--- src/source/cpu_pkg.sv ---
package cpu_pkg;

    // Opcode field, bits 15..11 of every instruction word
    typedef enum logic [4:0] {
        NOP  = 5'b00000,
        SETC = 5'b00001,
        HLT  = 5'b00010,
        NOT  = 5'b00011,
        SUB  = 5'b00101,
        AND  = 5'b00110,
        LDM  = 5'b01110,
        ADD  = 5'b11001
    } opcode_t;

    // Instruction word layout, low five bits unused
    typedef struct packed {
        opcode_t    opcode;
        logic [2:0] rdst;
        logic [2:0] rsrc;
        logic [4:0] unused;
    } instr_t;

    // Result handed from execute to writeback
    typedef struct packed {
        logic        we;
        logic [2:0]  rdst;
        logic [15:0] value;
        logic        carry_we;
        logic        carry;
    } exec_result_t;

    // APB request from the host
    typedef struct packed {
        logic        psel;
        logic        penable;
        logic        pwrite;
        logic [11:0] paddr;
        logic [15:0] pwdata;
    } apb_req_t;

    // APB response back to the host
    typedef struct packed {
        logic        pready;
        logic        pslverr;
        logic [15:0] prdata;
    } apb_rsp_t;

    // Host address map
    localparam logic [11:0] addr_imem_base = 12'h000;
    localparam logic [11:0] addr_ctrl      = 12'h400;
    localparam logic [11:0] addr_reg_base  = 12'h480;
    localparam logic [11:0] addr_status    = 12'h4C0;

endpackage

--- src/source/reg_file.sv ---
`timescale 1ns/1ps

module reg_file (
    input  logic                  clk,
    input  logic                  reset,
    input  logic [2:0]            ra_idx,
    input  logic [2:0]            rb_idx,
    output logic [15:0]           ra_data,
    output logic [15:0]           rb_data,
    input  logic [2:0]            dbg_idx,
    output logic [15:0]           dbg_data,
    input  cpu_pkg::exec_result_t wr
);

    // R0 to R7
    logic [15:0] regs [8];

    // Single write port fed by writeback
    always_ff @(posedge clk) begin
        if (reset) begin
            for (int i = 0; i < 8; i++) begin
                regs[i] <= '0;
            end
        end else if (wr.we) begin
            regs[wr.rdst] <= wr.value;
        end
    end

    // Execute operands, same-cycle writes come through the core bypass
    assign ra_data = regs[ra_idx];
    assign rb_data = regs[rb_idx];

    // Host debug view
    assign dbg_data = regs[dbg_idx];

endmodule

--- config.mk ---
export PLATFORM = sky130hd
export DESIGN_NAME = reg_file
export DESIGN_NICKNAME = d
export VERILOG_FILES = /design/src/source/cpu_pkg.sv /design/src/source/reg_file.sv
export SDC_FILE = /design/constraint.sdc
export NUM_CORES = 1
export LEC_CHECK = 0
export BUFFER_PORTS_ARGS = -buffer_cell sky130_fd_sc_hd__buf_2
export CORE_UTILIZATION = 40
export CTS_CLUSTER_SIZE = 28
export DETAILED_ROUTE_END_ITERATION = 16
export PLACE_DENSITY = 0.65
export SLEW_MARGIN = 30
export SYNTH_ARGS = -nofsm -noshare
export SYNTH_HDL_FRONTEND = slang
export SYNTH_SLANG_ARGS = --single-unit
--- constraint.sdc ---
create_clock -name clk -period 4.13 [get_ports clk]
set_input_delay 0.6195 -clock clk [delete_from_list [all_inputs] [get_ports clk]]
set_output_delay 0.6195 -clock clk [all_outputs]
set_load 0.01 [all_outputs]
After elaboration in Yosys (flattened, before gate mapping)
Memory sizes are Yosys's and may differ from the RTL's. Index checks and enable logic that the tools add are counted.

RAM bits: 128. Word-level logic and storage cells: 10. Output and inout port bits: 48. Memories: 1. Register bits after elaboration: 0. Bits of input ports: 33.

Memories: regs (depth 8, width 16, read ports 3, clocked after Yosys merged registers in 0, write ports 8, line reg_file.sv:16) `logic [15:0] regs [8];`.

Mux-type cells: 8. Reductions and logical operators: 1.

Operators by type and width (number): 16-bit 2-to-1 mux (1); 16-bit OR reduction (1); 1-bit 2-to-1 mux (6); 3-bit 2-to-1 mux (1).

Logic depth before layout (Yosys ltp)
Word-level depth: 5. Depth in mapped cells: 5. Depth with buffers taken out: 2.

Worst setup path after synthesis
No wires, ideal clock.

Path type: input -> register. Start: input wr[19] (netlist bit). End: memory regs[4][0], enable pin. Data arrival time: 2.246 ns. Stages on the path: 5. Setup slack: 1.492 ns. Buffers on the path: 3. Setup time: 0.392 ns. Required time: 3.738 ns. Path through: or3b_1 > clkbuf_1 > buf_6 > buf_4 > o21bai_1.

RTL lines: from (decl) (line reg_file.sv:12) `input cpu_pkg::exec_result_t wr`; to (decl) (line reg_file.sv:16).

Worst setup path in the final report
Start: input dbg_idx[0]. End: output dbg_data[3].

Word-level cells in the longest chain between the ends: 1.

RTL lines: from (decl) (line reg_file.sv:10) `input logic [2:0] dbg_idx,`; memory 8 x 16 bit; to (decl) (line reg_file.sv:11) `output logic [15:0] dbg_data,`.

Every way passes these cells.

==> impl_metrics.ini <==
[outcome]
run_status = finished clean

[placed_design]
hpwl_mm = 13.1
gp_congestion = 0.768
dpl_cell_area_mm2 = 0.00860
port_buffers = 78

[cells_and_area]
multiInputGateArea_mm2 = 0.00382
largest-register = regs
areaGrowthSynthToFinish_pct = 15.2
largest_reg_flops = 128
drive_gt1_share_pct = 35.8
nFillCells = 1716
top_regs = regs x128
final_nets = 579
seqCellArea_mm2 = 0.00384
mostFrequentLayoutCell = edfxtp_1
post-route-cell-area_mm2 = 0.00924
final_cell_mix = edfxtp_1, nor3_1, mux4_1

[yosys]
yosys_warnings = 0
synth_area_leaders = edfxtp_1, mux4_1, nor3_1, mux2_2, mux4_2
syn_nets = 520
synthCells = 487
synth_simple_gate_area_share_pct = 8.85
ys_ff_latch = 128
post-synth-top-area-cell = edfxtp_1
synthXorXnorAreaFrac_pct = 0
synth_top_family_by_area = multiplexers
synth_top_area_share_pct = 47.9
avgSynthCellArea_um2 = 16.5
syn_area_mm2 = 0.00802
ys_types = 19
synth-compound-area-share_pct = 0.749
ys_seq_area_share_pct = 47.9
synthAdderAreaFrac_pct = 0
muxShareOfSynthArea_pct = 37.6

[floorplanning]
start_util_pct = 41.1
die_h_um = 144
dieArea_mm2 = 0.0206
core_area_mm2 = 0.0195
rows = 51
die-width_um = 144
pin_count = 81

[global_route]
grt_usage_pct = 20.6
grt_max_degree = 45
grt_pass1_wl_mm = 30.3
antenna_found_initial = 2
grt_overflow = 0
grt_pass1_vias = 5267

[timing]
setup_tns_ns = 0
tightest_slew_ns = 0.887
rsz0062_at_grt = no
slew_viol_final = 0
min_period_ns = 3.10
setup_viol = 0
hold_viol_final = 0
relSlewSlack_pct = 40.9
finalCritPeriodShare_pct = 75.1
max_freq_mhz = 323

[route]
firstDrtPassIters = 5
via_per_inst = 6.22
drc_errors = 0
vias = 5128
ant_nets = 0
wl_per_cell_um = 24.7
routed_wl_mm = 20.4
first_iter_violations = 404

[setup_path]
cp-end-kind = primary output
cp-start-kind = input pin
arrival_ns = 2.48
cp_common_cell = buf_2
worstPathCellList = buf_2 > buf_4 > mux4_1 > mux2_2 > buf_2
crit_path_end = dbg_data[3]
worstPathRequired_ns = 3.51
critPathLaunch = dbg_idx[0]
crit_path_max_fanout = 18
max_stage_delay_ns = 0.58
cp_slowest_cell = mux4_1
crit_type = in -> out

[clock_tree]
cts_buffers = 17
hold_buffers = 0
cts_buffer_depth = 2
cts_tree = yes
cts_resized = 0
clkSlewWorstSetupHoldPaths_ns = 0.06
cts-root-buf = clkbuf_16
post-cts-setup-buffers = 0
h-tree-depth = 4
cts.sinks = 128

[worst_hold_path]
hp-class = in -> reg

[power]
irDropWorstVdd_uv = 361
power.leakage_nw = 3.22
p_per_area_mw_per_mm2 = 405

[job]
cap_viol_max_count = 0
-- how the worst min path moves through the flow --
stage,from,end,slack (ns),cells after the start
2_1_floorplan,wr[2],regs[4][0]$_SDFFCE_PN0P_,0.95,2
3_3_place_gp,wr[17],regs[7][15]$_SDFFCE_PN0P_,1.09,3
6_report,wr[4],regs[0][2]$_SDFFCE_PN0P_,0.67,3
4_1_cts,wr[4],regs[0][2]$_SDFFCE_PN0P_,0.66,3
5_1_grt,wr[4],regs[0][2]$_SDFFCE_PN0P_,0.68,3
3_5_place_dp,wr[4],regs[0][2]$_SDFFCE_PN0P_,1.10,3
-- synth_stat cells, drive strengths merged --
| library cell | instances |
|---|---|
| or2 | 1 |
| clkinv | 16 |
| nor3 | 128 |
| or3b | 1 |
| clkbuf | 28 |
| nand3b | 1 |
| nand2 | 1 |
| nand2b | 2 |
| mux2 | 48 |
| buf | 29 |
| mux4 | 96 |
| edfxtp | 128 |
| o21bai | 8 |
-- through the flow --
stage / utilization (%) / setup slack (ns) / power, mW / hold slack, ns / cells
after CTS: 47.3 / 1.07 / 3.75 / 0.664 / 823
after global routing: 47.3 / 0.962 / 3.84 / 0.680 / 824
after floorplan: - / 1.49 / 1.97 / 0.949 / 487
final: 47.3 / 1.03 / 3.74 / 0.668 / 825
after global placement: 44.1 / 1.10 / 2.15 / 1.09 / 791
after detailed placement: 44.1 / 1.02 / 2.17 / 1.10 / 791
-- worst max-delay path: cells and delay by family --
kind / cells / cell delay (ns)
muxes: 2 / 0.87
buffers and inverters: 3 / 0.97
-- metal layers --
metal	up-vias	GRT usage [%]	wire [um]
met2	244	36.9	11000
met5	-	0	0
met4	0	10.7	503
met3	40	3.80	1390
li1	2229	-	-
met1	2615	23.5	7490
-- cell families after synthesis --
logic type             count (synthesis)
multiplexers                         144
AND/OR/NAND/NOR                      134
flip-flops                           128
buffers and inverters                 73
AO/OA/AOI/OAI                          8
-- final cells by class --
cell class,instances,area share [%]
Antenna cell,1,0.0271
Clock buffer,18,4.64
Clock inverter,14,2.11
Inverter,16,0.650
Multi-Input combinational cell,286,41.3
Sequential cell,128,41.6
Tap cell,265,3.59
Timing Repair Buffer,97,6.08
-- power breakdown --
part	switching, mW	total [mW]	internal [mW]
clock network	0.535	1.59	1.06
logic	0.292	0.577	0.285
registers	0.0536	1.57	1.52
Power figures use the tool's default switching activity.
