`config.mk`:
```
export PLATFORM = sky130hd
export DESIGN_NAME = prog_apb_slave
export DESIGN_NICKNAME = d
export VERILOG_FILES = /design/src/source/cpu_pkg.sv /design/src/source/prog_apb_slave.sv
export SDC_FILE = /design/constraint.sdc
export NUM_CORES = 1
export LEC_CHECK = 0
export BUFFER_PORTS_ARGS = -buffer_cell sky130_fd_sc_hd__buf_2
export CAP_MARGIN = 40
export CORE_MARGIN = 2
export CORE_UTILIZATION = 30
export CTS_CLUSTER_DIAMETER = 150
export DETAILED_ROUTE_END_ITERATION = 10
export PLACE_DENSITY = 0.93
export SLEW_MARGIN = 20
export SYNTH_ARGS = -nofsm -noshare
export SYNTH_HDL_FRONTEND = slang
export SYNTH_SLANG_ARGS = --single-unit
```
`constraint.sdc`:
```
create_clock -name clk -period 3.6 [get_ports clk]
set_input_delay 0.54 -clock clk [delete_from_list [all_inputs] [get_ports clk]]
set_output_delay 0.54 -clock clk [all_outputs]
set_load 0.005 [all_outputs]
```
`src/source/cpu_pkg.sv`:
```
package cpu_pkg;

    // Opcode field, bits 15..11 of every instruction word
    typedef enum logic [4:0] {
        NOP  = 5'b00000,
        SETC = 5'b00001,
        HLT  = 5'b00010,
        NOT  = 5'b00011,
        SUB  = 5'b00101,
        AND  = 5'b00110,
        LDM  = 5'b01110,
        ADD  = 5'b11001
    } opcode_t;

    // Instruction word layout, low five bits unused
    typedef struct packed {
        opcode_t    opcode;
        logic [2:0] rdst;
        logic [2:0] rsrc;
        logic [4:0] unused;
    } instr_t;

    // Result handed from execute to writeback
    typedef struct packed {
        logic        we;
        logic [2:0]  rdst;
        logic [15:0] value;
        logic        carry_we;
        logic        carry;
    } exec_result_t;

    // APB request from the host
    typedef struct packed {
        logic        psel;
        logic        penable;
        logic        pwrite;
        logic [11:0] paddr;
        logic [15:0] pwdata;
    } apb_req_t;

    // APB response back to the host
    typedef struct packed {
        logic        pready;
        logic        pslverr;
        logic [15:0] prdata;
    } apb_rsp_t;

    // Host address map
    localparam logic [11:0] addr_imem_base = 12'h000;
    localparam logic [11:0] addr_ctrl      = 12'h400;
    localparam logic [11:0] addr_reg_base  = 12'h480;
    localparam logic [11:0] addr_status    = 12'h4C0;

endpackage

```
`src/source/prog_apb_slave.sv`:
```
`timescale 1ns/1ps

module prog_apb_slave #(
    parameter int imem_depth = 256
) (
    input  logic                          clk,
    input  logic                          reset,
    input  cpu_pkg::apb_req_t             apb_req,
    output cpu_pkg::apb_rsp_t             apb_rsp,
    output logic                          imem_we,
    output logic [$clog2(imem_depth)-1:0] imem_addr,
    output logic [15:0]                   imem_wdata,
    output logic                          run,
    output logic [2:0]                    dbg_reg_idx,
    input  logic [15:0]                   dbg_reg_data,
    input  logic                          carry,
    input  logic                          halted
);
    import cpu_pkg::*;

    localparam int addr_w = $clog2(imem_depth);

    // Bus phase seen in the previous cycle
    typedef enum logic [1:0] {
        s_idle,
        s_setup,
        s_access
    } apb_state_t;

    apb_state_t  state;
    logic        access;
    logic        hit_imem;
    logic        hit_ctrl;
    logic        hit_reg;
    logic        hit_status;
    logic        err;
    logic [15:0] rdata;

    // Setup last cycle plus enable now means access phase
    assign access = (state == s_setup) && apb_req.psel && apb_req.penable;

    always_ff @(posedge clk) begin
        if (reset) begin
            state <= s_idle;
        end else if (apb_req.psel && !apb_req.penable) begin
            state <= s_setup;
        end else if (access) begin
            state <= s_access;
        end else begin
            state <= s_idle;
        end
    end

    // Address decode
    assign hit_imem   = int'(apb_req.paddr - addr_imem_base) < imem_depth;
    assign hit_ctrl   = apb_req.paddr == addr_ctrl;
    assign hit_reg    = apb_req.paddr[11:3] == addr_reg_base[11:3];
    assign hit_status = apb_req.paddr == addr_status;

    // Error on unmapped, read-only written, write-only read or program locked while running
    assign err = !(hit_imem || hit_ctrl || hit_reg || hit_status)
               || (apb_req.pwrite && (hit_reg || hit_status))
               || (hit_imem && (!apb_req.pwrite || run));

    // Run bit can be written at any time
    always_ff @(posedge clk) begin
        if (reset) begin
            run <= 1'b0;
        end else if (access && apb_req.pwrite && hit_ctrl) begin
            run <= apb_req.pwdata[0];
        end
    end

    // Program load port
    assign imem_we    = access && apb_req.pwrite && hit_imem && !run;
    assign imem_addr  = apb_req.paddr[addr_w-1:0];
    assign imem_wdata = apb_req.pwdata;

    assign dbg_reg_idx = apb_req.paddr[2:0];

    always_comb begin
        rdata = '0;
        if (hit_ctrl) begin
            rdata = {15'b0, run};
        end else if (hit_reg) begin
            rdata = dbg_reg_data;
        end else if (hit_status) begin
            rdata = {14'b0, halted, carry};
        end
    end

    // Zero wait states so the response comes only in the access cycle
    always_comb begin
        apb_rsp.pready  = access;
        apb_rsp.pslverr = access && err;
        apb_rsp.prdata  = (access && !apb_req.pwrite) ? rdata : '0;
    end

    // Pready only right after exactly one setup cycle
    a_pready_in_access: assert property (@(posedge clk) disable iff (reset)
        apb_rsp.pready |-> apb_req.psel && apb_req.penable
                           && $past(apb_req.psel && !apb_req.penable));

    // A program write is a completed error-free access with the core stopped
    a_no_load_while_running: assert property (@(posedge clk) disable iff (reset)
        imem_we |-> !run && apb_rsp.pready && !apb_rsp.pslverr);

endmodule

```
# Word level (Yosys, flattened, before mapping)
# Cells that the tools add are included.
# word_totals
register_bits	3
in_bits	51
output_inout_bits	47
elab_cells	37
# classes
magnitude_cmp	1
n_eq_ne	4
mux	6
n_reduce_logical	23
# op_table
op	count
16-bit 2-to-1 mux	3
12-bit by 11-bit equality test with 1-bit output, second input constant	2
12-bit by 9-bit less-than comparator with 1-bit output, second input constant	1
1-bit logical AND	11
9-bit by 8-bit equality test with 1-bit output, second input constant	1
1-bit logical OR	7
1-bit logical NOT	4
2-bit 2-to-1 mux	2
2-bit by 1-bit equality test with 1-bit output, second input constant	1
2-bit OR reduction	1
1-bit 2-to-1 mux	1

# Depth between registers and ports, before layout
# depth
ltp_word	8
depth_mapped	6
mapped_depth_nobuf	5

# Worst setup path after synthesis
# OpenSTA, ideal clock, no wires.
# synth_timing
kind	input port to output port
from	input port apb_req[21] in the netlist's numbering
to	output port apb_rsp[13] in the netlist's numbering
t_arrival_ns	1.518
required_time_ns	3.060
setup_slack_ns	1.542
cell_stages	5
path_buffers	1
path_cell_list	nor4b_4 > nand3_2 > nor3_2 > buf_2 > and2_1
# synth_lines
element	line	rtl
start: declaration	prog_apb_slave.sv:8	input cpu_pkg::apb_req_t apb_req,
end: declaration	prog_apb_slave.sv:9	output cpu_pkg::apb_rsp_t apb_rsp,

==> run summary <==
The clock-pin slew reported for the worst setup and hold paths after clock tree synthesis came out at 0.03 ns. Setup violations remaining at the end of the flow were counted as 0. After clock tree synthesis, the setup repair step added 0 buffers. Walking the worst path, the cells encountered are buf_2, nor4b_4, nand3_2, nor3_2, and2_1, buf_2.

Entering global routing, the biggest net connects 15 pins. For the fraction of power consumed by the clock network, the log shows 0.438. The floorplan step defined a core boundary enclosing 1922 um^2. For the row count, the log shows 16.

For this design the total switching power over the nets is 0.03570 mW. The share of power burned in registers is 0.255, and the internal reg-to-reg setup slack is 2.18 ns. TritonCTS built the clock tree. The logs give 0 for the count of instances resized after the clock tree is built and 79 for the gate count after technology mapping.

The initial antenna violation count is 0. The pre-antenna-repair detailed-routing pass consisted of 4 iterations. Post-synth net total: 130. For the endpoint arrival time on the critical path, the log shows 1.94 ns. The TritonCTS buffer count was 3; the post-synthesis cell type count was 26. Largest fanout on the critical path: 14. The logs give 648 for the count of vias placed by the detailed router and 3.06 ns for the data required time at the worst endpoint. The via count normalized by instance count was 4.378. The tool flagged a number of max-cap violations equal to 0. The run gives 0.09823 mW as the internal power.

Most prevalent standard cell on the critical path: sky130_fd_sc_hd__buf_2. Along the worst hold path, the cell count comes to 2. The I/O pin count came out at 98.

The share of layout cells above drive strength 1 is 0.6281, and the DRC violation total after the first TritonRoute iteration is 1. The ratio of final minimum period to clock period works out to 0.6886. The combinational share of power is 0.308.

The fmax is 0.4034 GHz. The first global-routing pass estimated 2.332 mm of wire. In the routed design, unresolved DRC markers number 0. The path with the worst hold slack has its endpoint at state[0]$_SDFF_PP0_. The Yosys step of the flow raised 0 warnings.

Yosys attributes the largest share of cell area to sky130_fd_sc_hd__buf_4 35%, sky130_fd_sc_hd__and2_1 15%, sky130_fd_sc_hd__dfxtp_1 10%, sky130_fd_sc_hd__nor4b_4 4.0%, sky130_fd_sc_hd__nor3_2 3.4%. For the effective utilization at floorplan, the log shows 0.3092. In this run the mean area of a mapped cell was 7.523 um^2. The run gives 0 as the antenna cell count. The flow ran to the end, and the final reports show no timing, DRC or antenna violations. The routed design has 1.534 mm of wire. Setup repair after global routing left no endpoint under its margin.

The leakage power total was 0.4464 nW; the number of sinks on the clock net was 3. The port buffer count is 67, and the hold buffer count at cts is 0. For the pin with the worst max-slew slack, the measured transition is 0.5085 ns.

The summed instance area of the synthesized netlist is 594.3 um^2. The worst slew margin relative to its limit was 0.6591. The height of the chip was 48.51 um.

Across all hold checks on the routed design, the worst slack comes to 0.4933 ns. The shortest period the worst path allows came out at 2.479 ns. The average wire per cell in the routed design was 10.36 um. In this run, synthesis produced a sequential element count of 3.

Final number of hold-violating endpoints: 0. The launch instance of the worst register-to-register path is state[1]$_SDFF_PP0_. Maximum count of clock buffers along a single path: 2. For the via count of the first global-routing pass, the log shows 565.

Count of pins over their slew limit: 0. The die span in x was 48.51 um. The sequential area share after synthesis was 0.1011. STA classifies the critical path endpoint as an output pin. The weighted congestion at the end of routability-driven global placement is 0.7642, and the final antenna-violating net count is 0. The worst reg-to-reg path cell count came out at 5. Dividing total power by cell area gives a power density of 172.9 nW/um^2. The reg-to-reg endpoint was run$_SDFFE_PP0P_.

Clock skew on the completed layout was measured at 0.005920 ns. STA classifies the critical path startpoint as an input pin. The run gives 173 as the total number of nets in the final design. sky130_fd_sc_hd__buf_4 takes more of the synthesized area than any other cell. Compared with the post-synthesis result, the final layout area differs by 30.32%. Across the VDD grid, the largest voltage drop is 140.6 uV.

The die covers 2353 um^2. The setup total negative slack was 0 ns; the aggregate global routing overflow was 0. The worst hold path begins at apb_req[29]. The switching part of the total power came out at 0.2666.

On the critical path, the stage with the largest delay is an instance of sky130_fd_sc_hd__nor3_2. The largest single stage delay on the critical path is 0.47 ns. Area share of the largest cell type after synthesis: 0.3537. The count of H-tree levels built during CTS came out at 1.

The critical path is of the in2out type. The library cell used as clock root buffer is sky130_fd_sc_hd__clkbuf_4. For the combined global-route utilization of all metal layers, the log shows 0.1245. The later pin in the worst-skew pair is clocked with a latency of 0.23 ns. Worst hold-check path type: in2reg.
==> worst max-delay path by stage <==
| stage | startpoint | to | slack, ns |
|---|---|---|---|
| after floorplan | apb_req[21] | apb_rsp[13] | 1.54 |
| after global placement | apb_req[21] | apb_rsp[10] | 1.16 |
| after detailed placement | apb_req[21] | apb_rsp[11] | 1.08 |
| after CTS | apb_req[21] | apb_rsp[11] | 1.08 |
| after global routing | apb_req[21] | apb_rsp[11] | 0.91 |
| final | apb_req[21] | apb_rsp[11] | 1.12 |
==> cell families after synthesis <==
logic type,Yosys count,share of synthesized area
flops,3,0.1011
compound gates,8,0.08842
buf+inv,32,0.3810
simple gates,35,0.4126
mux,1,0.01684
==> through the flow <==
stage / total power, mW / std cells / setup WS, ns / cell area (um^2) / utilization
6_report: 0.1339 / 148 / 1.121 / 774.5 / 0.4030
5_1_grt: 0.1455 / 148 / 0.9138 / 774.5 / 0.4030
4_1_cts: 0.1377 / 148 / 1.077 / 774.5 / 0.4030
3_5_place_dp: 0.07642 / 144 / 1.082 / 748.2 / 0.3893
2_1_floorplan: 0.06793 / 79 / 1.542 / 594.3 / -
3_3_place_gp: 0.07585 / 144 / 1.162 / 748.2 / 0.3893
==> per-layer routing <==
| layer | global-route usage | wire length (um) | vias to the layer above |
|---|---|---|---|
| met4 | 0.06667 | 6 | 0 |
| met3 | 0.07716 | 301 | 4 |
| met5 | 0 | 0 | - |
| met1 | 0.1141 | 491 | 266 |
| li1 | - | - | 327 |
| met2 | 0.2130 | 734 | 51 |
==> power by group through the flow <==
| stage | combinational [mW] | sequential, mW | clock, mW |
|---|---|---|---|
| 2_1_floorplan | 0.0334 | 0.0346 | 0 |
| 3_3_place_gp | 0.0413 | 0.0346 | 0 |
| 3_5_place_dp | 0.0418 | 0.0346 | 0 |
| 4_1_cts | 0.0419 | 0.0341 | 0.0617 |
| 5_1_grt | 0.0461 | 0.0341 | 0.0653 |
| 6_report | 0.0412 | 0.0341 | 0.0587 |
==> synth_stat cells <==
library cell,n
sky130_fd_sc_hd__a41oi_1,1
sky130_fd_sc_hd__nand3_2,1
sky130_fd_sc_hd__and3_1,1
sky130_fd_sc_hd__and2_1,14
sky130_fd_sc_hd__nand4b_1,1
sky130_fd_sc_hd__nor3_2,2
sky130_fd_sc_hd__o31ai_1,1
sky130_fd_sc_hd__o211ai_1,2
sky130_fd_sc_hd__o21ai_0,1
sky130_fd_sc_hd__or4_4,1
sky130_fd_sc_hd__nor4_2,1
sky130_fd_sc_hd__a31oi_1,1
sky130_fd_sc_hd__buf_4,28
sky130_fd_sc_hd__nor4b_4,1
sky130_fd_sc_hd__nor2_1,3
sky130_fd_sc_hd__nor4_1,1
sky130_fd_sc_hd__mux2i_1,1
sky130_fd_sc_hd__inv_1,3
sky130_fd_sc_hd__nor3_1,3
sky130_fd_sc_hd__dfxtp_1,3
sky130_fd_sc_hd__buf_2,1
sky130_fd_sc_hd__nand2_1,2
sky130_fd_sc_hd__nor3b_1,1
sky130_fd_sc_hd__a21oi_1,2
sky130_fd_sc_hd__nand3_1,1
sky130_fd_sc_hd__nand2b_1,2
==> state kept, by name (all words and copies together), names as in the netlist <==
name   cells
run        1
state      2
==> worst max-delay path: cells and delay by family <==
family	cells	cell delay (ns)
AND/OR/NAND/NOR	4	1.17
buffers and inverters	2	0.23
==> cells in the final DEF, fill, tap and decap left out, drive strengths merged, types with 2 or more instances in the layout <==
master | Yosys | final
nor2 | 3 | 3
o211ai | 2 | 2
and2 | 14 | 14
dfxtp | 3 | 3
nand2 | 2 | 2
a21oi | 2 | 2
buf | 29 | 67
nor4 | 2 | 2
nand2b | 2 | 2
inv | 3 | 3
nand3 | 2 | 2
clkbuf | 0 | 4
nor3 | 5 | 5
==> layout make-up <==
class / instances / area, um^2
Fill cell: 230 / 1147
Timing Repair Buffer: 67 / 335.3
Multi-Input combinational cell: 44 / 307.8
Sequential cell: 3 / 60.06
Tap cell: 27 / 33.78
Clock buffer: 4 / 26.28
Inverter: 3 / 11.26
Note: power is estimated with default switching activity, not from simulation.
