`config.mk`:
```
export PLATFORM = sky130hd
export DESIGN_NAME = pipeline_core
export DESIGN_NICKNAME = d
export VERILOG_FILES = /design/src/source/cpu_pkg.sv /design/src/source/pipeline_core.sv
export SDC_FILE = /design/constraint.sdc
export NUM_CORES = 1
export LEC_CHECK = 0
export BUFFER_PORTS_ARGS = -buffer_cell sky130_fd_sc_hd__buf_4
export CORE_MARGIN = 5
export CORE_UTILIZATION = 35
export DETAILED_ROUTE_END_ITERATION = 12
export PLACE_DENSITY = 0.74
export SYNTH_ARGS = -nofsm -noshare
export SYNTH_HDL_FRONTEND = slang
export SYNTH_SLANG_ARGS = --single-unit
```
`constraint.sdc`:
```
create_clock -name clk -period 1.7 [get_ports clk]
set_input_delay 0.17 -clock clk [delete_from_list [all_inputs] [get_ports clk]]
set_output_delay 0.17 -clock clk [all_outputs]
set_load 0.05 [all_outputs]
```
`src/source/cpu_pkg.sv`:
```
package cpu_pkg;

    // Opcode field, bits 15..11 of every instruction word
    typedef enum logic [4:0] {
        NOP  = 5'b00000,
        SETC = 5'b00001,
        HLT  = 5'b00010,
        NOT  = 5'b00011,
        SUB  = 5'b00101,
        AND  = 5'b00110,
        LDM  = 5'b01110,
        ADD  = 5'b11001
    } opcode_t;

    // Instruction word layout, low five bits unused
    typedef struct packed {
        opcode_t    opcode;
        logic [2:0] rdst;
        logic [2:0] rsrc;
        logic [4:0] unused;
    } instr_t;

    // Result handed from execute to writeback
    typedef struct packed {
        logic        we;
        logic [2:0]  rdst;
        logic [15:0] value;
        logic        carry_we;
        logic        carry;
    } exec_result_t;

    // APB request from the host
    typedef struct packed {
        logic        psel;
        logic        penable;
        logic        pwrite;
        logic [11:0] paddr;
        logic [15:0] pwdata;
    } apb_req_t;

    // APB response back to the host
    typedef struct packed {
        logic        pready;
        logic        pslverr;
        logic [15:0] prdata;
    } apb_rsp_t;

    // Host address map
    localparam logic [11:0] addr_imem_base = 12'h000;
    localparam logic [11:0] addr_ctrl      = 12'h400;
    localparam logic [11:0] addr_reg_base  = 12'h480;
    localparam logic [11:0] addr_status    = 12'h4C0;

endpackage

```
`src/source/pipeline_core.sv`:
```
`timescale 1ns/1ps

module pipeline_core #(
    parameter int imem_depth = 256
) (
    input  logic                          clk,
    input  logic                          reset,
    input  logic                          run,
    output logic [$clog2(imem_depth)-1:0] fetch_addr,
    input  logic [15:0]                   fetch_data,
    output logic [2:0]                    ra_idx,
    output logic [2:0]                    rb_idx,
    input  logic [15:0]                   ra_data,
    input  logic [15:0]                   rb_data,
    output cpu_pkg::opcode_t              alu_op,
    output logic [15:0]                   alu_a,
    output logic [15:0]                   alu_b,
    output logic                          alu_carry_in,
    input  logic [15:0]                   alu_y,
    input  logic                          alu_carry_out,
    output cpu_pkg::exec_result_t         wb,
    output logic                          carry,
    output logic                          halted
);
    import cpu_pkg::*;

    logic [$clog2(imem_depth)-1:0] pc;
    logic                          fetch_valid;
    logic                          ldm_pending;
    logic [2:0]                    ldm_rdst;
    instr_t                        instr;
    logic                          is_instr;
    logic                          is_imm;
    logic                          halt_now;
    logic                          writes_reg;
    logic                          writes_carry;
    logic [15:0]                   fwd_b;
    exec_result_t                  ex_res;

    assign fetch_addr = pc;
    assign instr      = instr_t'(fetch_data);

    // Word in execute is either an instruction or an LDM immediate
    assign is_imm   = fetch_valid && run && ldm_pending;
    assign is_instr = fetch_valid && run && !ldm_pending;
    assign halt_now = is_instr && (instr.opcode == HLT);

    // Fetch and halt control where run low parks everything at address 0
    always_ff @(posedge clk) begin
        if (reset || !run) begin
            pc          <= '0;
            fetch_valid <= 1'b0;
            ldm_pending <= 1'b0;
            halted      <= 1'b0;
        end else begin
            // Word fetched alongside HLT is dropped
            fetch_valid <= !halted && !halt_now;
            if (!halted && !halt_now) begin
                pc <= pc + 1'b1;
            end
            if (halt_now) begin
                halted <= 1'b1;
            end
            ldm_pending <= is_instr && (instr.opcode == LDM);
        end
    end

    // Destination kept for the immediate word
    always_ff @(posedge clk) begin
        if (is_instr && instr.opcode == LDM) begin
            ldm_rdst <= instr.rdst;
        end
    end

    // Rdst is also operand a
    assign ra_idx = instr.rdst;
    assign rb_idx = instr.rsrc;

    // Writeback to execute bypass
    assign alu_a = (wb.we && wb.rdst == ra_idx) ? wb.value : ra_data;
    assign fwd_b = (wb.we && wb.rdst == rb_idx) ? wb.value : rb_data;
    assign alu_b = is_imm ? fetch_data : fwd_b;
    assign alu_carry_in = wb.carry_we ? wb.carry : carry;

    // Bubbles run through the ALU as NOP
    assign alu_op = is_imm ? LDM : (is_instr ? instr.opcode : NOP);

    always_comb begin
        writes_reg   = 1'b0;
        writes_carry = 1'b0;
        case (instr.opcode)
            ADD, SUB, AND, NOT: begin
                writes_reg   = 1'b1;
                writes_carry = 1'b1;
            end
            SETC: writes_carry = 1'b1;
            default: ;
        endcase
    end

    always_comb begin
        ex_res.we       = is_imm || (is_instr && writes_reg);
        ex_res.rdst     = is_imm ? ldm_rdst : instr.rdst;
        ex_res.value    = alu_y;
        ex_res.carry_we = is_instr && writes_carry;
        ex_res.carry    = alu_carry_out;
    end

    // Writeback register and committed carry
    always_ff @(posedge clk) begin
        if (reset) begin
            wb    <= '0;
            carry <= 1'b0;
        end else begin
            wb <= ex_res;
            if (wb.carry_we) begin
                carry <= wb.carry;
            end
        end
    end

    a_no_write_halted: assert property (@(posedge clk) disable iff (reset)
        halted |-> !wb.we && !wb.carry_we);

    // Immediate word is really in execute and follows a single LDM cycle
    a_ldm_one_word: assert property (@(posedge clk) disable iff (reset)
        ldm_pending |-> fetch_valid && !$past(ldm_pending));

endmodule

```
**Word-level counts from Yosys, hierarchy flattened**

Index checks and enable logic that the tools add are counted.

- Register bits: 37
- Bits in latches: 0
- Memory bits (writable): 0
- Memory bits (read-only): 0
- Output and inout port bits: 76
- Logic and storage cells: 48
- Memories: 0

- Add/subtract/negate cells: 1
- Multipliers: 0
- Divide/modulo/power cells: 0
- Magnitude comparators: 0
- Eq/ne operators: 9
- Shifts and indexed selects: 0
- Muxes and demuxes: 9
- Bitwise logic cells: 0
- Reductions and logical operators: 18

Operators by type and width:

| kind | number |
|---|---|
| 16-bit two-way mux | 3 |
| 5-bit by 2-bit == test with 1-bit output (second input constant) | 2 |
| 5-bit by 3-bit == test with 1-bit output (second input constant) | 2 |
| 1-bit logical AND | 10 |
| 5-bit two-way mux | 2 |
| 8-bit by 1-bit adder with 8-bit output (second input constant) | 1 |
| 3-bit == test | 2 |
| 5-bit by 1-bit == test with 1-bit output (second input constant) | 1 |
| 5-bit by 4-bit == test with 1-bit output (second input constant) | 1 |
| 5-bit == test (second input constant) | 1 |
| 5-bit OR reduction | 1 |
| 1-bit logical NOT | 4 |
| 4-bit OR reduction | 1 |
| 1-bit two-way mux | 3 |
| 3-bit two-way mux | 1 |
| 1-bit logical OR | 2 |

**Logic depth before layout (Yosys ltp)**

Gate-level depths: netlist of the first run.

- Depth after elaboration: 5
- Depth in mapped cells: 6
- Gate-level depth less buffers: 5

**Worst setup path after synthesis of the first run**

No wires, ideal clock.

- Path kind: reg2out
- From: reg wb[18] (netlist name)
- To: out alu_b[10]
- Arrival: 2726 ps
- Required time: 1530 ps
- Setup slack: -1196 ps
- Stages on the path, launching flop included: 6
- Path buffers: 1
- Cells stage by stage: dfxtp_1 xnor2_1 nand4_1 buf_4 mux2i_1 o21ai_0

- Cells in the longest elaborated chain, start to end: 4

RTL lines:

| element | RTL line | source |
|---|---|---|
| start, declared | pipeline_core.sv:21 | `output cpu_pkg::exec_result_t wb,` |
| start signal, assigned | pipeline_core.sv:115 | `wb <= ex_res;` |
| 3-bit == test | pipeline_core.sv:81 | `assign fwd_b = (wb.we && wb.rdst == rb_idx) ? wb.value : rb_data;` |
| 1-bit logical AND | pipeline_core.sv:81 |  |
| 16-bit two-way mux | pipeline_core.sv:81 |  |
| 16-bit two-way mux | pipeline_core.sv:82 | `assign alu_b = is_imm ? fetch_data : fwd_b;` |
| end, declared | pipeline_core.sv:17 | `output logic [15:0] alu_b,` |

Every way passes these cells.

**Worst setup path in the final report of the first run**

- From: reg wb[20] (netlist name)
- To: out alu_b[2]

The elaborated chain is that of the path after synthesis.

==> results.sh, run 1 <==
export IMPL_outcome="finished, violations left"
export IMPL_violations="setup timing"
export IMPL_critical_path_startpoint="wb[20]$_SDFF_PP0_"
export IMPL_max_freq_mhz=527
export IMPL_ys_types=35
export IMPL_core_area_um2=5510
export IMPL_reg2reg_from="fetch_valid$_SDFF_PP0_"
export IMPL_fin_crit_sh_pct=112
export IMPL_drtPass1Iterations=4
export IMPL_die_h_um=85.2
export IMPL_die_w_um=85.2
export IMPL_final_area_um2=3670
export IMPL_grt_pass1_vias=2257
export IMPL_clk_path_buf_depth=2
export IMPL_worstMarginPinSlew_ns=0.426
export IMPL_grt_pass1_wl_um=11000
export IMPL_p_int_mw=1.55
export IMPL_wl_met2_um=3510
export IMPL_clk_latency_ns=0.28
export IMPL_synth_top_area_share_pct=34.4
export IMPL_fillers=432
export IMPL_final_cell_mix="buf_4 (114), buf_6 (30), dfxtp_1 (29), nand2_1 (20), nor2b_1 (19)"
export IMPL_via_per_inst=4.96
export IMPL_htree_levels=2
export IMPL_final_nets=425
export IMPL_cp_data_required_time_ns=1.53
export IMPL_ir_drop_uv=494
export IMPL_cp_end_kind="primary output"
export IMPL_worstPathArrival_ns=1.73
export IMPL_combinationalPowerShare_pct=32.4
export IMPL_period_needed_ns=1.90
export IMPL_layout_commonest_cell="buf_4"
export IMPL_wire_per_inst_um=16.2
export IMPL_fin_setup_tns_ns=-3.90
export IMPL_worstSetupPathType="reg2out"
export IMPL_power_share_clock_pct=27.1
export IMPL_port_buffers=143
export IMPL_seq_power_share_pct=40.5
export IMPL_place_area_um2=3320
export IMPL_dp_hpwl_um=5310
export IMPL_hold_violations=0
export IMPL_synth_area_per_cell_um2=9.26
export IMPL_highest_layer="met4"
export IMPL_setup_viol=32
export IMPL_syn_inst=214
export IMPL_drt_wl_total_um=6960
export IMPL_grt_start_max_net_pins=27
export IMPL_setup_ws_ns=-0.198
export IMPL_met1_length_um=2630
export IMPL_rsz0062_at_grt="true"
export IMPL_wl_met3_um=681
export IMPL_ys_seq_elements=37
export IMPL_row_count=27
export IMPL_synthToLayoutAreaGrowth_pct=85.5
export IMPL_r2r_slack_ns=0.15
export IMPL_netlist_top_cell_by_area="dfxtp_1"
export IMPL_synth_area_um2=1980
export IMPL_path_max_fanout=6
export IMPL_cts_tree="built"
export IMPL_clk_pin_slew_ns=0.07
export IMPL_cap_violations=0
export IMPL_switchingPower_mw=0.762
export IMPL_dr_first_iter_drc_count=85
export IMPL_critPathCapture="alu_b[2]"
export IMPL_layout_drive_gt1_share_pct=61.1
export IMPL_ys_top_cells_by_area="dfxtp_1 (34%), mux2i_1 (10%), mux2_2 (9.7%)"
export IMPL_start_util_pct=36.0
export IMPL_powerDensity_nw_per_um2=630
export IMPL_ant_nets=0
export IMPL_die_area_um2=7260
export IMPL_min_path_type="in2reg"
export IMPL_worstRegToRegCells=4
export IMPL_skew_ns=0.00529
export IMPL_root_buffer="clkbuf_8"
export IMPL_drc=0
export IMPL_cts_made_buffers=5
export IMPL_clock_sinks=37
export IMPL_seq_area_frac_synth_pct=38.9
export IMPL_syn_nets=283
export IMPL_pin_count=144
export IMPL_antenna_found_initial=0
export IMPL_n_antenna_cell=0
export IMPL_timing_rr_end="fetch_addr[5]$_SDFFE_PP0P_"
export IMPL_slew_headroom_pct=71.3
export IMPL_synth_warnings=0
export IMPL_overflow=0
export IMPL_vias=2126
export IMPL_cp_start_kind="flip-flop"
export IMPL_ctsHoldBuffers=0
export IMPL_place_gp_congestion=0.822
export IMPL_slew_viol_final=0
export IMPL_grt_usage_pct=18.9
export IMPL_leakagePower_nw=1.61
export IMPL_switching_share_pct=32.9
worst min-delay path by stage:
stage	startpoint	to	slack [ns]	cells past startpoint
2_1_floorplan	reset	wb[13]$_SDFF_PP0_	0.24	1
3_3_place_gp	alu_y[8]	wb[10]$_SDFF_PP0_	0.38	2
3_5_place_dp	alu_y[1]	wb[3]$_SDFF_PP0_	0.38	2
4_1_cts	alu_y[6]	wb[8]$_SDFF_PP0_	0.08	2
5_1_grt	alu_y[5]	wb[7]$_SDFF_PP0_	0.08	2
6_report	alu_y[1]	wb[3]$_SDFF_PP0_	0.09	2
what timing repair did:
action                                  CTS  global route
pin swaps                                 2             3
gates resized for setup                  46            13
cloned                                    0             1
endpoints found under the setup margin   32            32
buffers inserted                          0             1
routing by layer:
metal	vias to the layer above	track usage, %
met2	99	32.4
met5	-	0
met4	0	5.76
met1	983	21.5
met3	14	7.28
li1	1030	-
synth_stat cells:
| library cell | count |
|---|---|
| a21oi_1 | 7 |
| buf_4 | 7 |
| nor3_1 | 2 |
| o31ai_1 | 3 |
| a211oi_1 | 2 |
| nand3_1 | 3 |
| ha_1 | 1 |
| and3_1 | 2 |
| inv_1 | 1 |
| or4_1 | 3 |
| mux2_2 | 17 |
| a21o_1 | 2 |
| nand2b_1 | 1 |
| edfxtp_1 | 3 |
| buf_6 | 1 |
| nor2_1 | 17 |
| nand2_1 | 20 |
| and2_1 | 2 |
| nor4_1 | 2 |
| and3b_1 | 1 |
| clkbuf_1 | 6 |
| nor4b_2 | 1 |
| nand4b_1 | 1 |
| xor2_1 | 1 |
| nor4bb_2 | 1 |
| and4bb_2 | 1 |
| nor2b_1 | 19 |
| a221oi_1 | 1 |
| xnor2_1 | 10 |
| dfxtp_1 | 34 |
| nand4_1 | 3 |
| buf_2 | 2 |
| o21ai_0 | 16 |
| buf_1 | 1 |
| mux2i_1 | 20 |
flip-flops by register name (all words and copies together), names as in the netlist:
name and cells:
fetch_valid 1, halted 1, fetch_addr 8, ldm_pending 1, wb 22, ldm_rdst 3, carry 1
worst max-delay path, stage by stage, from the launching register on:
cell,delay [ns]
dfxtp_4,0.36
xnor2_2,0.16
nand4_1,0.14
buf_6,0.16
clkbuf_16,0.16
mux2i_2,0.16
o21ai_4,0.13
buf_6,0.17
metrics by stage:
stage | setup WS [ns] | util, % | total power, mW | std cells | hold slack [ns]
2_1_floorplan | -0.202 | - | 1.38 | 214 | 0.242
6_report | -0.198 | 66.7 | 2.31 | 429 | 0.0895
3_5_place_dp | 0.0952 | 60.2 | 1.65 | 419 | 0.384
3_3_place_gp | 0.149 | 60.2 | 1.64 | 419 | 0.380
4_1_cts | -0.191 | 65.1 | 2.32 | 427 | 0.0821
5_1_grt | -0.256 | 66.7 | 2.41 | 429 | 0.0848
power groups by stage:
stage               registers (mW)  clock network, mW  logic [mW]
finish                       0.937              0.628       0.749
global route                 0.942              0.686       0.785
CTS                          0.936              0.642       0.740
detailed placement           0.952                  0       0.696
global placement             0.952                  0       0.690
floorplan                     1.04                  0       0.331
cells by family (layout without fill, tap and decap cells):
family | Yosys count | in the layout | synth area share [%]
muxes | 37 | 37 | 19.8
xor gates and xnor gates | 11 | 11 | 4.86
buffers and inverters | 18 | 161 | 5.24
DFF | 37 | 37 | 38.9
and+or+nand+nor | 79 | 79 | 21.7
AOI/OAI and AO/OA | 31 | 31 | 8.91
adders and majority gates | 1 | 1 | 0.632
area by class of cell:
cell class	count	area [um^2]	share of cell area, %
timing repair buffer	152	1340	36.4
tap	72	90.1	2.45
multi-input combinational	159	1370	37.2
sequential	37	785	21.4
clock buffer	8	90.1	2.45
inverter	1	3.75	0.102
Power figures use the tool's default switching activity.
==> run 2: changes to the inputs <==
--- a/config.mk
+++ b/config.mk
@@ -10,6 +10,7 @@
 export CORE_UTILIZATION = 35
 export DETAILED_ROUTE_END_ITERATION = 12
 export PLACE_DENSITY = 0.74
+export SKIP_LAST_GASP = 1
 export SYNTH_ARGS = -nofsm -noshare
 export SYNTH_HDL_FRONTEND = slang
 export SYNTH_SLANG_ARGS = --single-unit
==> results.sh, run 2 (synthesis gave the netlist of run 1 again) <==
export IMPL_outcome="finished, violations left"
export IMPL_violations="setup timing"
export IMPL_drc=0
export IMPL_fillers=441
export IMPL_setup_viol=32
export IMPL_largest_reg_flops=22
export IMPL_powerDensity_nw_per_um2=636
export IMPL_path_cells="xnor2_2 -> nand4_1 -> buf_6 -> clkbuf_16 -> mux2i_2 -> o21ai_4 -> buf_6"
export IMPL_slew_viol_final=0
export IMPL_dr_first_iter_drc_count=94
export IMPL_place_gp_congestion=0.822
export IMPL_vias=2101
export IMPL_dpl_cell_count=419
export IMPL_total_power_mw=2.30
export IMPL_clock_sinks=37
export IMPL_largest_register="wb"
export IMPL_row_count=27
export IMPL_cts_made_buffers=5
export IMPL_cp_end_kind="primary output"
export IMPL_critical_path_buf_inv_count=3
export IMPL_die_w_um=85.2
export IMPL_hold_violations=0
export IMPL_worstSetupPathType="reg2out"
export IMPL_setup_ws_ns=-0.193
export IMPL_htree_levels=2
export IMPL_grt_start_max_net_pins=27
export IMPL_antenna_found_initial=0
export IMPL_max_freq_mhz=528
export IMPL_n_antenna_cell=0
export IMPL_worstPathArrival_ns=1.72
export IMPL_reg2reg_from="fetch_valid$_SDFF_PP0_"
export IMPL_rsz0062_at_grt="true"
export IMPL_cap_violations=0
export IMPL_min_from="alu_y[6]"
export IMPL_slowest_delay_ns=0.36
export IMPL_path_max_fanout=6
export IMPL_grt_pass1_wl_um=10700
export IMPL_ant_nets=0
export IMPL_final_nets=425
export IMPL_worstRegToRegCells=4
export IMPL_ir_drop_uv=486
export IMPL_timing_rr_end="fetch_addr[7]$_SDFFE_PP0P_"
export IMPL_cp_start_kind="flip-flop"
export IMPL_cp_top_family="buffers and inverters"
export IMPL_slew_headroom_pct=71.0
export IMPL_drtPass1Iterations=4
export IMPL_min_to="wb[8]$_SDFF_PP0_"
export IMPL_clk_pin_slew_ns=0.08
export IMPL_min_path_type="in2reg"
export IMPL_worstMarginPinSlew_ns=0.431
export IMPL_cpMostUsedCell="buf_6"
export IMPL_start_util_pct=36.0
export IMPL_clk_latency_ns=0.29
export IMPL_via_per_inst=4.90
export IMPL_root_buffer="clkbuf_8"
export IMPL_die_area_um2=7260
export IMPL_cp_data_required_time_ns=1.53
export IMPL_critPathSlowestCell="dfxtp_4"
export IMPL_r2r_slack_ns=0.15
export IMPL_core_area_um2=5510
export IMPL_layout_commonest_cell="buf_4"
export IMPL_wire_per_inst_um=16.0
export IMPL_overflow=0
export IMPL_leakagePower_nw=1.58
export IMPL_cts_tree="built"
export IMPL_drt_wl_total_um=6880
export IMPL_clk_path_buf_depth=2
export IMPL_final_cell_mix="buf_4 (131), dfxtp_1 (29), nand2_1 (20), nor2b_1 (19)"
export IMPL_port_buffers=143
export IMPL_grt_pass1_vias=2188
export IMPL_layout_drive_gt1_share_pct=61.3
export IMPL_period_needed_ns=1.89
export IMPL_hold_depth=2
export IMPL_synthToLayoutAreaGrowth_pct=82.2
export IMPL_dpl_worst_slack_ns=0.0952
export IMPL_layout_cells_non_filler=429
export IMPL_fin_crit_sh_pct=111
export IMPL_skew_ns=0.00498
export IMPL_die_h_um=85.2
export IMPL_dp_hpwl_um=5310
export IMPL_pin_count=144
export IMPL_grt_usage_pct=18.2
## run 2: area by class of cell
cell class / instances / area (um^2) / area share (%)
multi-input cells: 159 / 1370 / 38.0
clock buffers: 8 / 90.1 / 2.50
flip-flops and latches: 37 / 785 / 21.7
well taps: 72 / 90.1 / 2.50
repair buffers: 152 / 1270 / 35.2
inverters: 1 / 3.75 / 0.104
## run 2: stage by stage
stage               TNS, ns  util, %  area, um^2  hold WS [ns]
global route          -6.67     65.6        3610        0.0853
detailed placement        0     60.2        3320         0.384
global placement          0     60.2        3320         0.380
CTS                   -4.61     64.0        3520        0.0821
finish                -4.28     65.6        3610        0.0886
floorplan             -1.78        -        2180         0.242
## run 2: worst max path at each step
stage / startpoint / end / slack [ns] / cells after the start
6_report: wb[20]$_SDFF_PP0_ / alu_b[2] / -0.19 / 7
5_1_grt: wb[18]$_SDFF_PP0_ / alu_b[2] / -0.24 / 7
4_1_cts: wb[20]$_SDFF_PP0_ / alu_b[10] / -0.19 / 6
3_5_place_dp: wb[20]$_SDFF_PP0_ / alu_b[5] / 0.1 / 6
3_3_place_gp: wb[18]$_SDFF_PP0_ / alu_b[13] / 0.15 / 6
2_1_floorplan: wb[18]$_SDFF_PP0_ / alu_b[10] / -0.20 / 5
## run 2: timing repair
action	in CTS	in global routing
endpoints found under the setup margin	32	32
hold buffers	0	0
pin swaps	2	3
resized for setup	30	12
cloned	0	1
buffers inserted	0	1
## run 2: metal layers
layer | up-vias | global-route usage, % | wire length (um)
li1 | 1029 | - | -
met1 | 974 | 21.1 | 2700
met2 | 88 | 31.4 | 3450
met3 | 10 | 6.89 | 625
met4 | 0 | 5.18 | 101
met5 | - | 0 | 0
## run 2: report_power, final
group	leakage, nW	internal [mW]	switching, mW
Combinational	1.23	0.301	0.429
Sequential	0.310	0.906	0.0311
Clock	0.0455	0.331	0.298
